==> config.mk <==
export PLATFORM = sky130hd
export DESIGN_NAME = rover_ctrl
export DESIGN_NICKNAME = d
export VERILOG_FILES = /design/src/rtl/rover_pkg.sv /design/src/rtl/rover_ctrl.sv /design/src/rtl/apb_drive_regs.sv /design/src/rtl/motor_pwm.sv /design/src/rtl/drive_mode_fsm.sv /design/src/rtl/ir_nec_decoder.sv
export SDC_FILE = /design/constraint.sdc
export NUM_CORES = 1
export LEC_CHECK = 0
export BUFFER_PORTS_ARGS = -buffer_cell sky130_fd_sc_hd__buf_4
export CORE_AREA = 5 5 95 119
export CTS_BUF_LIST = sky130_fd_sc_hd__clkbuf_4 sky130_fd_sc_hd__clkbuf_8
export DETAILED_ROUTE_END_ITERATION = 12
export DIE_AREA = 0 0 100 124
export PLACE_DENSITY_LB_ADDON = 0.12
export SLEW_MARGIN = 0
export SYNTH_ARGS = -nofsm -noshare
export SYNTH_HDL_FRONTEND = slang
export SYNTH_HIERARCHICAL = 1
export SYNTH_SLANG_ARGS = --single-unit
==> constraint.sdc <==
create_clock -name clk_50 -period 2.8 [get_ports clk_50]
set_input_delay 0.42 -clock clk_50 [delete_from_list [all_inputs] [get_ports clk_50]]
set_output_delay 0.42 -clock clk_50 [all_outputs]
set_load 0.01 [all_outputs]
==> src/rtl/rover_pkg.sv <==
package rover_pkg;

    // ==========================================================
    // Modes, sub-states and opcodes
    // ==========================================================

    typedef enum logic [1:0] {
        IDLE = 2'b00,
        CAM  = 2'b01,
        IR   = 2'b10
    } mode_e;

    typedef enum logic [1:0] {
        SEARCH = 2'b00,
        FOLLOW = 2'b01,
        PAUSE  = 2'b11
    } cam_state_e;

    typedef enum logic [2:0] {
        STOP   = 3'b000,
        LEFT   = 3'b001,
        RIGHT  = 3'b010,
        SLOW   = 3'b011,
        MEDIUM = 3'b100,
        FAST   = 3'b101
    } drive_e;

    typedef enum logic [2:0] {
        DIR_NONE  = 3'b000,
        DIR_LEFT  = 3'b001,
        DIR_RIGHT = 3'b010,
        DIR_AHEAD = 3'b011
    } cam_dir_e;

    // ==========================================================
    // Bundled signals
    // ==========================================================

    typedef struct packed {
        logic       target_seen;
        cam_dir_e   direction;
        logic [1:0] speed;           // 0 slow, 1 medium, 2 fast, 3 invalid
    } cam_status_t;

    typedef struct packed {
        logic [7:0] duty_left;       // All ones while the PWM level is high
        logic [7:0] duty_right;
        logic       fwd_left;
        logic       fwd_right;
    } motor_cmd_t;

    typedef struct packed {
        logic       psel;
        logic       penable;
        logic       pwrite;
        logic [3:0] paddr;
        logic [7:0] pwdata;
    } apb_req_t;

    typedef struct packed {
        logic [7:0] prdata;
        logic       pready;
        logic       pslverr;
    } apb_rsp_t;

    // ==========================================================
    // Constants
    // ==========================================================

    localparam logic [7:0] KEY_CAM  = 8'h0f;
    localparam logic [7:0] KEY_IR   = 8'h13;
    localparam logic [7:0] KEY_IDLE = 8'h10;

    // IR timing is counted in units of IR_TICK_DIV clocks unless noted
    localparam int IR_TICK_DIV   = 25;      // Clocks per IR timing unit
    localparam int IR_TICK_W     = $clog2(IR_TICK_DIV);
    localparam int IR_CNT_W      = 8;
    localparam int IR_LEAD_MIN   = 12;      // Nominal lead mark is 16 units
    localparam int IR_BIT_ONE    = 2;       // Space of 1 unit is a 0, 3 units is a 1
    localparam int IR_TIMEOUT    = 180;
    localparam int IR_FRAME_BITS = 32;

    localparam int PWM_BITS = 8;

    localparam logic [3:0] REG_DUTY_SLOW = 4'd0;
    localparam logic [3:0] REG_DUTY_MED  = 4'd1;
    localparam logic [3:0] REG_DUTY_FAST = 4'd2;
    localparam logic [3:0] REG_DUTY_TURN = 4'd3;
    localparam logic [3:0] REG_STATUS    = 4'd4;

    localparam logic [7:0] DUTY_SLOW_RST = 8'd64;
    localparam logic [7:0] DUTY_MED_RST  = 8'd128;
    localparam logic [7:0] DUTY_FAST_RST = 8'd192;
    localparam logic [7:0] DUTY_TURN_RST = 8'd96;

endpackage
==> src/rtl/rover_ctrl.sv <==
`timescale 1ns/1ns

module rover_ctrl
    import rover_pkg::*;
(
    input  logic        clk_50,
    input  logic        rst_n,
    input  logic        ir_in,
    input  cam_status_t cam_status,
    input  apb_req_t    apb_req,
    output apb_rsp_t    apb_rsp,
    output motor_cmd_t  motor
);

    logic       key_valid;
    logic [7:0] key_code;
    mode_e      mode;
    cam_state_e cam_state;
    drive_e     drive_action;
    logic       mode_change;            // Restarts the PWM period
    logic [7:0] duty_slow;
    logic [7:0] duty_med;
    logic [7:0] duty_fast;
    logic [7:0] duty_turn;

    ir_nec_decoder ir_dec_i (
        .clk_50    (clk_50),
        .rst_n     (rst_n),
        .ir_in     (ir_in),
        .key_valid (key_valid),
        .key_code  (key_code)
    );

    drive_mode_fsm mode_fsm_i (
        .clk_50       (clk_50),
        .rst_n        (rst_n),
        .key_valid    (key_valid),
        .key_code     (key_code),
        .cam_status   (cam_status),
        .mode         (mode),
        .cam_state    (cam_state),
        .drive_action (drive_action),
        .mode_change  (mode_change)
    );

    apb_drive_regs regs_i (
        .clk_50    (clk_50),
        .rst_n     (rst_n),
        .apb_req   (apb_req),
        .apb_rsp   (apb_rsp),
        .mode      (mode),
        .cam_state (cam_state),
        .duty_slow (duty_slow),
        .duty_med  (duty_med),
        .duty_fast (duty_fast),
        .duty_turn (duty_turn)
    );

    motor_pwm pwm_i (
        .clk_50       (clk_50),
        .rst_n        (rst_n),
        .drive_action (drive_action),
        .mode_change  (mode_change),
        .duty_slow    (duty_slow),
        .duty_med     (duty_med),
        .duty_fast    (duty_fast),
        .duty_turn    (duty_turn),
        .motor        (motor)
    );

endmodule

==> src/rtl/apb_drive_regs.sv <==
`timescale 1ns/1ns

module apb_drive_regs
    import rover_pkg::*;
(
    input  logic       clk_50,
    input  logic       rst_n,
    input  apb_req_t   apb_req,
    output apb_rsp_t   apb_rsp,
    input  mode_e      mode,
    input  cam_state_e cam_state,
    output logic [7:0] duty_slow,
    output logic [7:0] duty_med,
    output logic [7:0] duty_fast,
    output logic [7:0] duty_turn
);

    logic access;
    logic addr_err;
    logic wr_en;

    // ==========================================================
    // Access decode
    // ==========================================================

    assign access   = apb_req.psel && apb_req.penable;  // No wait states
    assign addr_err = (apb_req.paddr > REG_STATUS) ||
                      (apb_req.pwrite && apb_req.paddr == REG_STATUS);
    assign wr_en    = access && apb_req.pwrite && !addr_err;

    always_ff @(posedge clk_50 or negedge rst_n) begin
        if (!rst_n) begin
            duty_slow <= DUTY_SLOW_RST;
            duty_med  <= DUTY_MED_RST;
            duty_fast <= DUTY_FAST_RST;
            duty_turn <= DUTY_TURN_RST;
        end else if (wr_en) begin
            case (apb_req.paddr)
                REG_DUTY_SLOW: duty_slow <= apb_req.pwdata;
                REG_DUTY_MED:  duty_med  <= apb_req.pwdata;
                REG_DUTY_FAST: duty_fast <= apb_req.pwdata;
                REG_DUTY_TURN: duty_turn <= apb_req.pwdata;
                default: ;
            endcase
        end
    end

    // ==========================================================
    // Read response
    // ==========================================================

    always_comb begin
        apb_rsp.prdata  = '0;
        apb_rsp.pready  = 1'b1;
        apb_rsp.pslverr = access && addr_err;
        if (access && !apb_req.pwrite) begin
            case (apb_req.paddr)
                REG_DUTY_SLOW: apb_rsp.prdata = duty_slow;
                REG_DUTY_MED:  apb_rsp.prdata = duty_med;
                REG_DUTY_FAST: apb_rsp.prdata = duty_fast;
                REG_DUTY_TURN: apb_rsp.prdata = duty_turn;
                REG_STATUS:    apb_rsp.prdata = {4'b0000, cam_state, mode};
                default:       apb_rsp.prdata = '0;
            endcase
        end
    end

    a_penable_needs_psel: assert property (@(posedge clk_50) disable iff (!rst_n)
        apb_req.penable |-> apb_req.psel);

endmodule

==> src/rtl/motor_pwm.sv <==
`timescale 1ns/1ns

module motor_pwm
    import rover_pkg::*;
(
    input  logic       clk_50,
    input  logic       rst_n,
    input  drive_e     drive_action,
    input  logic       mode_change,
    input  logic [7:0] duty_slow,
    input  logic [7:0] duty_med,
    input  logic [7:0] duty_fast,
    input  logic [7:0] duty_turn,
    output motor_cmd_t motor
);

    logic [PWM_BITS-1:0] pwm_cnt;
    logic [7:0]          sel_duty;
    logic                fwd_left;
    logic                fwd_right;

    // Map the action onto the wheel duty and the per-wheel direction
    always_comb begin
        case (drive_action)
            SLOW:        sel_duty = duty_slow;
            MEDIUM:      sel_duty = duty_med;
            FAST:        sel_duty = duty_fast;
            LEFT, RIGHT: sel_duty = duty_turn;  // Turns differ only in direction
            default:     sel_duty = '0;         // STOP leaves both wheels idle
        endcase
        fwd_left  = (drive_action inside {SLOW, MEDIUM, FAST, RIGHT});
        fwd_right = (drive_action inside {SLOW, MEDIUM, FAST, LEFT});
    end

    always_ff @(posedge clk_50 or negedge rst_n) begin
        if (!rst_n) begin
            pwm_cnt <= '0;
            motor   <= '0;
        end else begin
            pwm_cnt          <= mode_change ? '0 : pwm_cnt + 1'b1;  // Wraps every 256
            motor.duty_left  <= (pwm_cnt < sel_duty) ? '1 : '0;
            motor.duty_right <= (pwm_cnt < sel_duty) ? '1 : '0;
            motor.fwd_left   <= fwd_left;
            motor.fwd_right  <= fwd_right;
        end
    end

endmodule

==> src/rtl/drive_mode_fsm.sv <==
`timescale 1ns/1ns

module drive_mode_fsm
    import rover_pkg::*;
(
    input  logic        clk_50,
    input  logic        rst_n,
    input  logic        key_valid,
    input  logic [7:0]  key_code,
    input  cam_status_t cam_status,
    output mode_e       mode,
    output cam_state_e  cam_state,
    output drive_e      drive_action,
    output logic        mode_change
);

    mode_e      next_mode;
    cam_state_e next_cam;
    drive_e     next_drive;

    // ==========================================================
    // Next-state logic
    // ==========================================================

    always_comb begin
        next_mode = mode;
        if (key_valid) begin
            case (key_code)
                KEY_CAM:  next_mode = CAM;
                KEY_IR:   next_mode = IR;
                KEY_IDLE: next_mode = IDLE;
                default:  next_mode = mode;     // Unknown keys are ignored
            endcase
        end

        case (cam_state)
            PAUSE:   next_cam = (next_mode == CAM) ? SEARCH : PAUSE;
            SEARCH:  next_cam = (next_mode != CAM) ? PAUSE :
                                cam_status.target_seen ? FOLLOW : SEARCH;
            FOLLOW:  next_cam = (next_mode != CAM) ? PAUSE :
                                cam_status.target_seen ? FOLLOW : SEARCH;
            default: next_cam = PAUSE;
        endcase

        next_drive = STOP;
        if (next_cam == SEARCH) begin
            next_drive = RIGHT;                 // Spin in place to look for the target
        end else if (next_cam == FOLLOW) begin
            case (cam_status.direction)
                DIR_LEFT:  next_drive = LEFT;
                DIR_RIGHT: next_drive = RIGHT;
                DIR_AHEAD: begin
                    case (cam_status.speed)
                        2'd0:    next_drive = SLOW;
                        2'd1:    next_drive = MEDIUM;
                        2'd2:    next_drive = FAST;
                        default: next_drive = STOP;
                    endcase
                end
                default:   next_drive = STOP;
            endcase
        end
    end

    // ==========================================================
    // State registers
    // ==========================================================

    always_ff @(posedge clk_50 or negedge rst_n) begin
        if (!rst_n) begin
            mode         <= IDLE;
            cam_state    <= PAUSE;
            drive_action <= STOP;
            mode_change  <= 1'b0;
        end else begin
            mode         <= next_mode;
            cam_state    <= next_cam;
            drive_action <= next_drive;
            mode_change  <= (next_mode != mode) || (next_cam != cam_state);
        end
    end

    a_stop_outside_cam: assert property (@(posedge clk_50) disable iff (!rst_n)
        (mode != CAM) |-> (drive_action == STOP));

endmodule

==> src/rtl/ir_nec_decoder.sv <==
`timescale 1ns/1ns

module ir_nec_decoder
    import rover_pkg::*;
(
    input  logic       clk_50,
    input  logic       rst_n,
    input  logic       ir_in,
    output logic       key_valid,
    output logic [7:0] key_code
);

    typedef enum logic [1:0] {
        IR_IDLE,
        IR_LEAD,
        IR_BITS
    } ir_state_e;

    ir_state_e            state;
    logic [IR_TICK_W-1:0] tick_cnt;
    logic                 tick;
    logic                 ir_meta;
    logic                 ir_sync;
    logic                 ir_prev;
    logic                 fall_edge;
    logic                 rise_edge;
    logic [IR_CNT_W-1:0]  len_cnt;
    logic [IR_CNT_W-1:0]  frame_cnt;
    logic [5:0]           bit_cnt;
    logic [31:0]          shift_reg;

    // ==========================================================
    // Time base and input sampling
    // ==========================================================

    assign tick = (tick_cnt == IR_TICK_W'(IR_TICK_DIV - 1));

    always_ff @(posedge clk_50 or negedge rst_n) begin
        if (!rst_n) begin
            tick_cnt <= '0;
            ir_meta  <= 1'b1;                   // Receiver line idles high
            ir_sync  <= 1'b1;
            ir_prev  <= 1'b1;
        end else begin
            tick_cnt <= tick ? '0 : tick_cnt + 1'b1;
            ir_meta  <= ir_in;
            ir_sync  <= ir_meta;
            ir_prev  <= ir_sync;
        end
    end

    assign fall_edge = ir_prev & ~ir_sync;      // A mark begins
    assign rise_edge = ~ir_prev & ir_sync;      // A mark ends

    // ==========================================================
    // Frame state machine
    // ==========================================================

    always_ff @(posedge clk_50 or negedge rst_n) begin
        if (!rst_n) begin
            state     <= IR_IDLE;
            len_cnt   <= '0;
            frame_cnt <= '0;
            bit_cnt   <= '0;
            key_valid <= 1'b0;
            key_code  <= '0;
        end else begin
            key_valid <= 1'b0;
            if (fall_edge || rise_edge) begin
                len_cnt <= '0;                  // Each mark and space is timed alone
            end else if (tick && len_cnt != '1) begin
                len_cnt <= len_cnt + 1'b1;
            end
            if (state == IR_IDLE) begin
                frame_cnt <= '0;
            end else if (tick) begin
                frame_cnt <= frame_cnt + 1'b1;
            end
            case (state)
                IR_IDLE: begin
                    if (fall_edge) state <= IR_LEAD;
                end
                IR_LEAD: begin
                    // A falling edge here can only follow a long enough lead mark
                    if (rise_edge && len_cnt < IR_LEAD_MIN) begin
                        state <= IR_IDLE;
                    end else if (fall_edge) begin
                        state   <= IR_BITS;
                        bit_cnt <= '0;
                    end
                end
                IR_BITS: begin
                    if (fall_edge && bit_cnt != 6'(IR_FRAME_BITS)) begin
                        bit_cnt <= bit_cnt + 1'b1;
                    end else if (rise_edge && bit_cnt == 6'(IR_FRAME_BITS)) begin
                        state <= IR_IDLE;       // End of the stop mark
                        if (shift_reg[23:16] == ~shift_reg[31:24]) begin
                            key_valid <= 1'b1;
                            key_code  <= shift_reg[23:16];
                        end
                    end
                end
                default: state <= IR_IDLE;
            endcase
            if (state != IR_IDLE && frame_cnt > IR_TIMEOUT) begin
                state <= IR_IDLE;               // Overrides any step taken above
            end
        end
    end

    // LSB first, so the inverted command ends up in the top byte
    always_ff @(posedge clk_50) begin
        if (state == IR_BITS && fall_edge && bit_cnt != 6'(IR_FRAME_BITS)) begin
            shift_reg <= {(len_cnt >= IR_BIT_ONE), shift_reg[31:1]};
        end
    end

    a_key_pulse: assert property (@(posedge clk_50) disable iff (!rst_n)
        key_valid |=> !key_valid);

endmodule

==> Implementation_results.wiki <==
{| class="wikitable"
! Metric !! Value
|-
| Status || finished clean
|-
| Number of standard-cell rows in the floorplan || 41
|-
| Number of register bits inferred by synthesis || 108
|-
| Number of nets in the synthesized netlist || 556
|-
| Number of inserted filler cells in the final layout || 811
|-
| Die span in x || 100 um
|-
| Final hold violation count || 0
|-
| Overall overflow remaining after global route || 0
|-
| Num CTS Buffers || 9
|-
| TritonCTS clock tree || built
|-
| Post-Synth Adder-Cell Area || 0.0409
|-
| Number of nets in the layout || 589
|-
| Final setup violation count || 0
|-
| Post-route total power || 0.00302 W
|-
| Instance area after placement || 6170 um2
|-
| Crit path capture type || flip-flop
|-
| Final non-filler cell area || 6350 um2
|-
| Post-synth EDFFs || 16
|-
| Leading cell types in the layout, fill and taps excluded || dfrtp_1 (81), buf_4 (53), nand2_1 (43), mux2_2 (43), nor2_1 (33)
|-
| Peak supply drop || 0.296 mV
|-
| Vias in the first global route || 3,983
|-
| Core area || 10,000 um2
|-
| Combinational family with the most area after synthesis || simple AND/OR/NAND/NOR gates
|-
| Count of synthesis-stage warnings from yosys || 6
|-
| Share of cells above drive strength 1 || 0.272
|-
| Number of top-level pins || 52
|-
| RSZ-0062 raised after global routing || no
|-
| Post-synthesis xor/xnor area fraction || 0.0512
|-
| Post-detailed-route count of antenna-violating nets || 0
|-
| Initial antenna violation count || 0
|-
| Time the worst path needs with I/O delays and setup || 2.61 ns
|-
| First-pass GRT wire length || 19,100 um
|-
| Ys flop type || dfrtp_1
|-
| Post-synthesis sequential area ratio || 0.481
|-
| Startpoint-to-endpoint class of the critical path || flip-flop to flip-flop
|-
| Pins Over Slew Limit || 0
|-
| Arrival time worst endpoint || 2.88 ns
|-
| Post-CTS setup buffer count || 0
|-
| Worst-Margin Slew || 0.674 ns
|-
| Area of the multi-input gates || 2720 um2
|-
| Number of buffers inserted by hold repair at cts || 0
|-
| Worst R2R Start || mode_fsm_i/drive_action[1]
|-
| Initial DRC Count || 164
|-
| Largest register FFs || 16
|-
| Avg Cell Area, Syn || 11.3 um2
|-
| Synthesized cell area || 5810 um2
|-
| Maximum number of pins on one net before global-route repair || 53
|-
| Post-synth ARST share || 0.852
|-
| Count of buffers inserted at the top-level ports || 50
|-
| Clock sink total || 108
|-
| Placed Cells incl. Taps || 664
|-
| Clk buf depth || 2
|-
| Worst Hold Class || input pin to async pin
|-
| Post-synthesis cell type count || 67
|-
| Register-to-register path setup slack || 0.19 ns
|-
| Routed length per placed instance || 16.5 um
|-
| Clock latency on the worst-skew pair || 0.37 ns
|-
| Filler-free cell count of the finished design || 680
|-
| DP Wirelength || 8330 um
|-
| Final Wtd Congestion || 0.817
|-
| Path depth of the worst reg2reg path || 8
|-
| Fraction of synthesized area in multiplexers || 0.116
|-
| Synth-to-layout area growth || 9.21%
|-
| Final routed DRC violation total || 0
|-
| Destination of the worst register-to-register timing path || pwm_i/motor[16]
|-
| Power density over cell area || 475 nW/um2
|-
| PostCTS Resize Cnt || 0
|-
| Data required time of the worst path || 3.07 ns
|-
| Number of detailed-route iterations in the first pass || 4
|-
| Via Count || 3,860
|-
| Fraction of the mapped netlist area in compound gates || 0.0682
|-
| Initial cell density of the core || 0.581
|-
| Share of the cycle needed by the critical path after routing || 0.932
|-
| Worst clock skew || 0.00873 ns
|-
| Clock root buffer || clkbuf_8
|-
| DIE HEIGHT || 124 um
|-
| Instance count of the mapped netlist || 513
|-
| Number of antenna repair diodes || 0
|-
| FF/Latch Area || 2800 um2
|-
| Max_cap viols || 0
|-
| Area fraction in and, or, nand and nor cells after synthesis || 0.190
|-
| Clock-pin slew on the worst setup and hold paths || 0.11 ns
|-
| Leak pwr || 2.86 nW
|-
| Commonest non-fill, non-tap cell in the layout || dfrtp_1
|-
| Vias per inst || 5.68
|-
| Wire length after detailed routing || 11,200 um
|-
| Die ar. || 12,400 um2
|-
| All-layer global routing usage || 0.194
|-
| CTS HTree Levels || 3
|-
| Highest net fanout along the worst path || 7
|-
| Setup tns final || 0 ns
|-
| Relative slew slack || 0.551
|-
| Max Fclk || 383 MHz
|-
| Type of element launching the critical path || flip-flop
|}
synth_stat cells, types with 10 or more instances:
library cell | instances | area, um2
xor2_1 | 24 | 210
nor3_1 | 10 | 50.1
a22oi_1 | 11 | 82.6
mux2_2 | 43 | 484
o21ai_0 | 11 | 55.1
mux2i_1 | 10 | 100
edfxtp_1 | 16 | 480
inv_1 | 20 | 75.1
dfstp_2 | 11 | 289
buf_4 | 16 | 120
xnor2_1 | 10 | 87.6
dfrtp_1 | 81 | 2030
a21oi_1 | 13 | 65.1
ha_1 | 19 | 238
nor2_1 | 33 | 124
nand2_1 | 43 | 161
nand3_1 | 17 | 85.1
critical path, cell delays in order (launching register included):
cell and delay, ns:
dfrtp_1 0.44, nor2_1 0.38, a22oi_1 0.15, o22a_1 0.22, ha_1 0.32, and4_1 0.24, nand4_1 0.12, or4_1 0.42
and3_1 0.19
logic make-up (layout without fill, tap and decap cells):
| group | after synthesis | after routing |
|---|---|---|
| compound gates | 59 | 59 |
| simple gates | 183 | 183 |
| fa+ha+maj | 19 | 19 |
| xor+xnor | 34 | 34 |
| mux | 57 | 57 |
| flops | 108 | 108 |
| buf+inv | 52 | 90 |
| other cells | 1 | 1 |
power breakdown:
part           internal (W)  total [W]  switching [W]
Combinational      0.000170   0.000361       0.000191
Sequential          0.00169    0.00177      0.0000781
Clock              0.000335   0.000887       0.000552
metrics by stage:
step / hold WS, ns / utilization / setup WS, ns
floorplan: 0.124 / - / 0.315
global placement: 0.347 / 0.617 / 0.376
detailed placement: 0.347 / 0.617 / 0.222
CTS: 0.0937 / 0.635 / 0.197
global route: 0.118 / 0.635 / 0.0316
finish: 0.0775 / 0.635 / 0.192
final cells by class:
| type | instances | area share |
|---|---|---|
| clock buffers | 9 | 0.0195 |
| flip-flops and latches | 108 | 0.440 |
| repair buffers | 54 | 0.0658 |
| well taps | 129 | 0.0254 |
| multi-input cells | 353 | 0.428 |
| clock inverters | 7 | 0.00926 |
| inverters | 20 | 0.0118 |
how the worst max path moves through the flow:
stage / start / to / slack (ns)
2_1_floorplan: mode_fsm_i/drive_action[0] / pwm_i/motor[16] / 0.31
3_3_place_gp: mode_fsm_i/drive_action[1] / pwm_i/motor[16] / 0.38
4_1_cts: mode_fsm_i/drive_action[1] / pwm_i/motor[16] / 0.20
6_report: mode_fsm_i/drive_action[1] / pwm_i/motor[16] / 0.19
5_1_grt: mode_fsm_i/drive_action[1] / pwm_i/motor[16] / 0.03
3_5_place_dp: mode_fsm_i/drive_action[1] / pwm_i/motor[16] / 0.22
per-layer routing:
metal	vias up	track usage	wire, um
met5	-	0	0
met4	0	0.0691	172
met3	15	0.0314	427
met2	66	0.341	5750
met1	1911	0.244	4870
li1	1868	-	-
(Power assumes the default switching activity.)
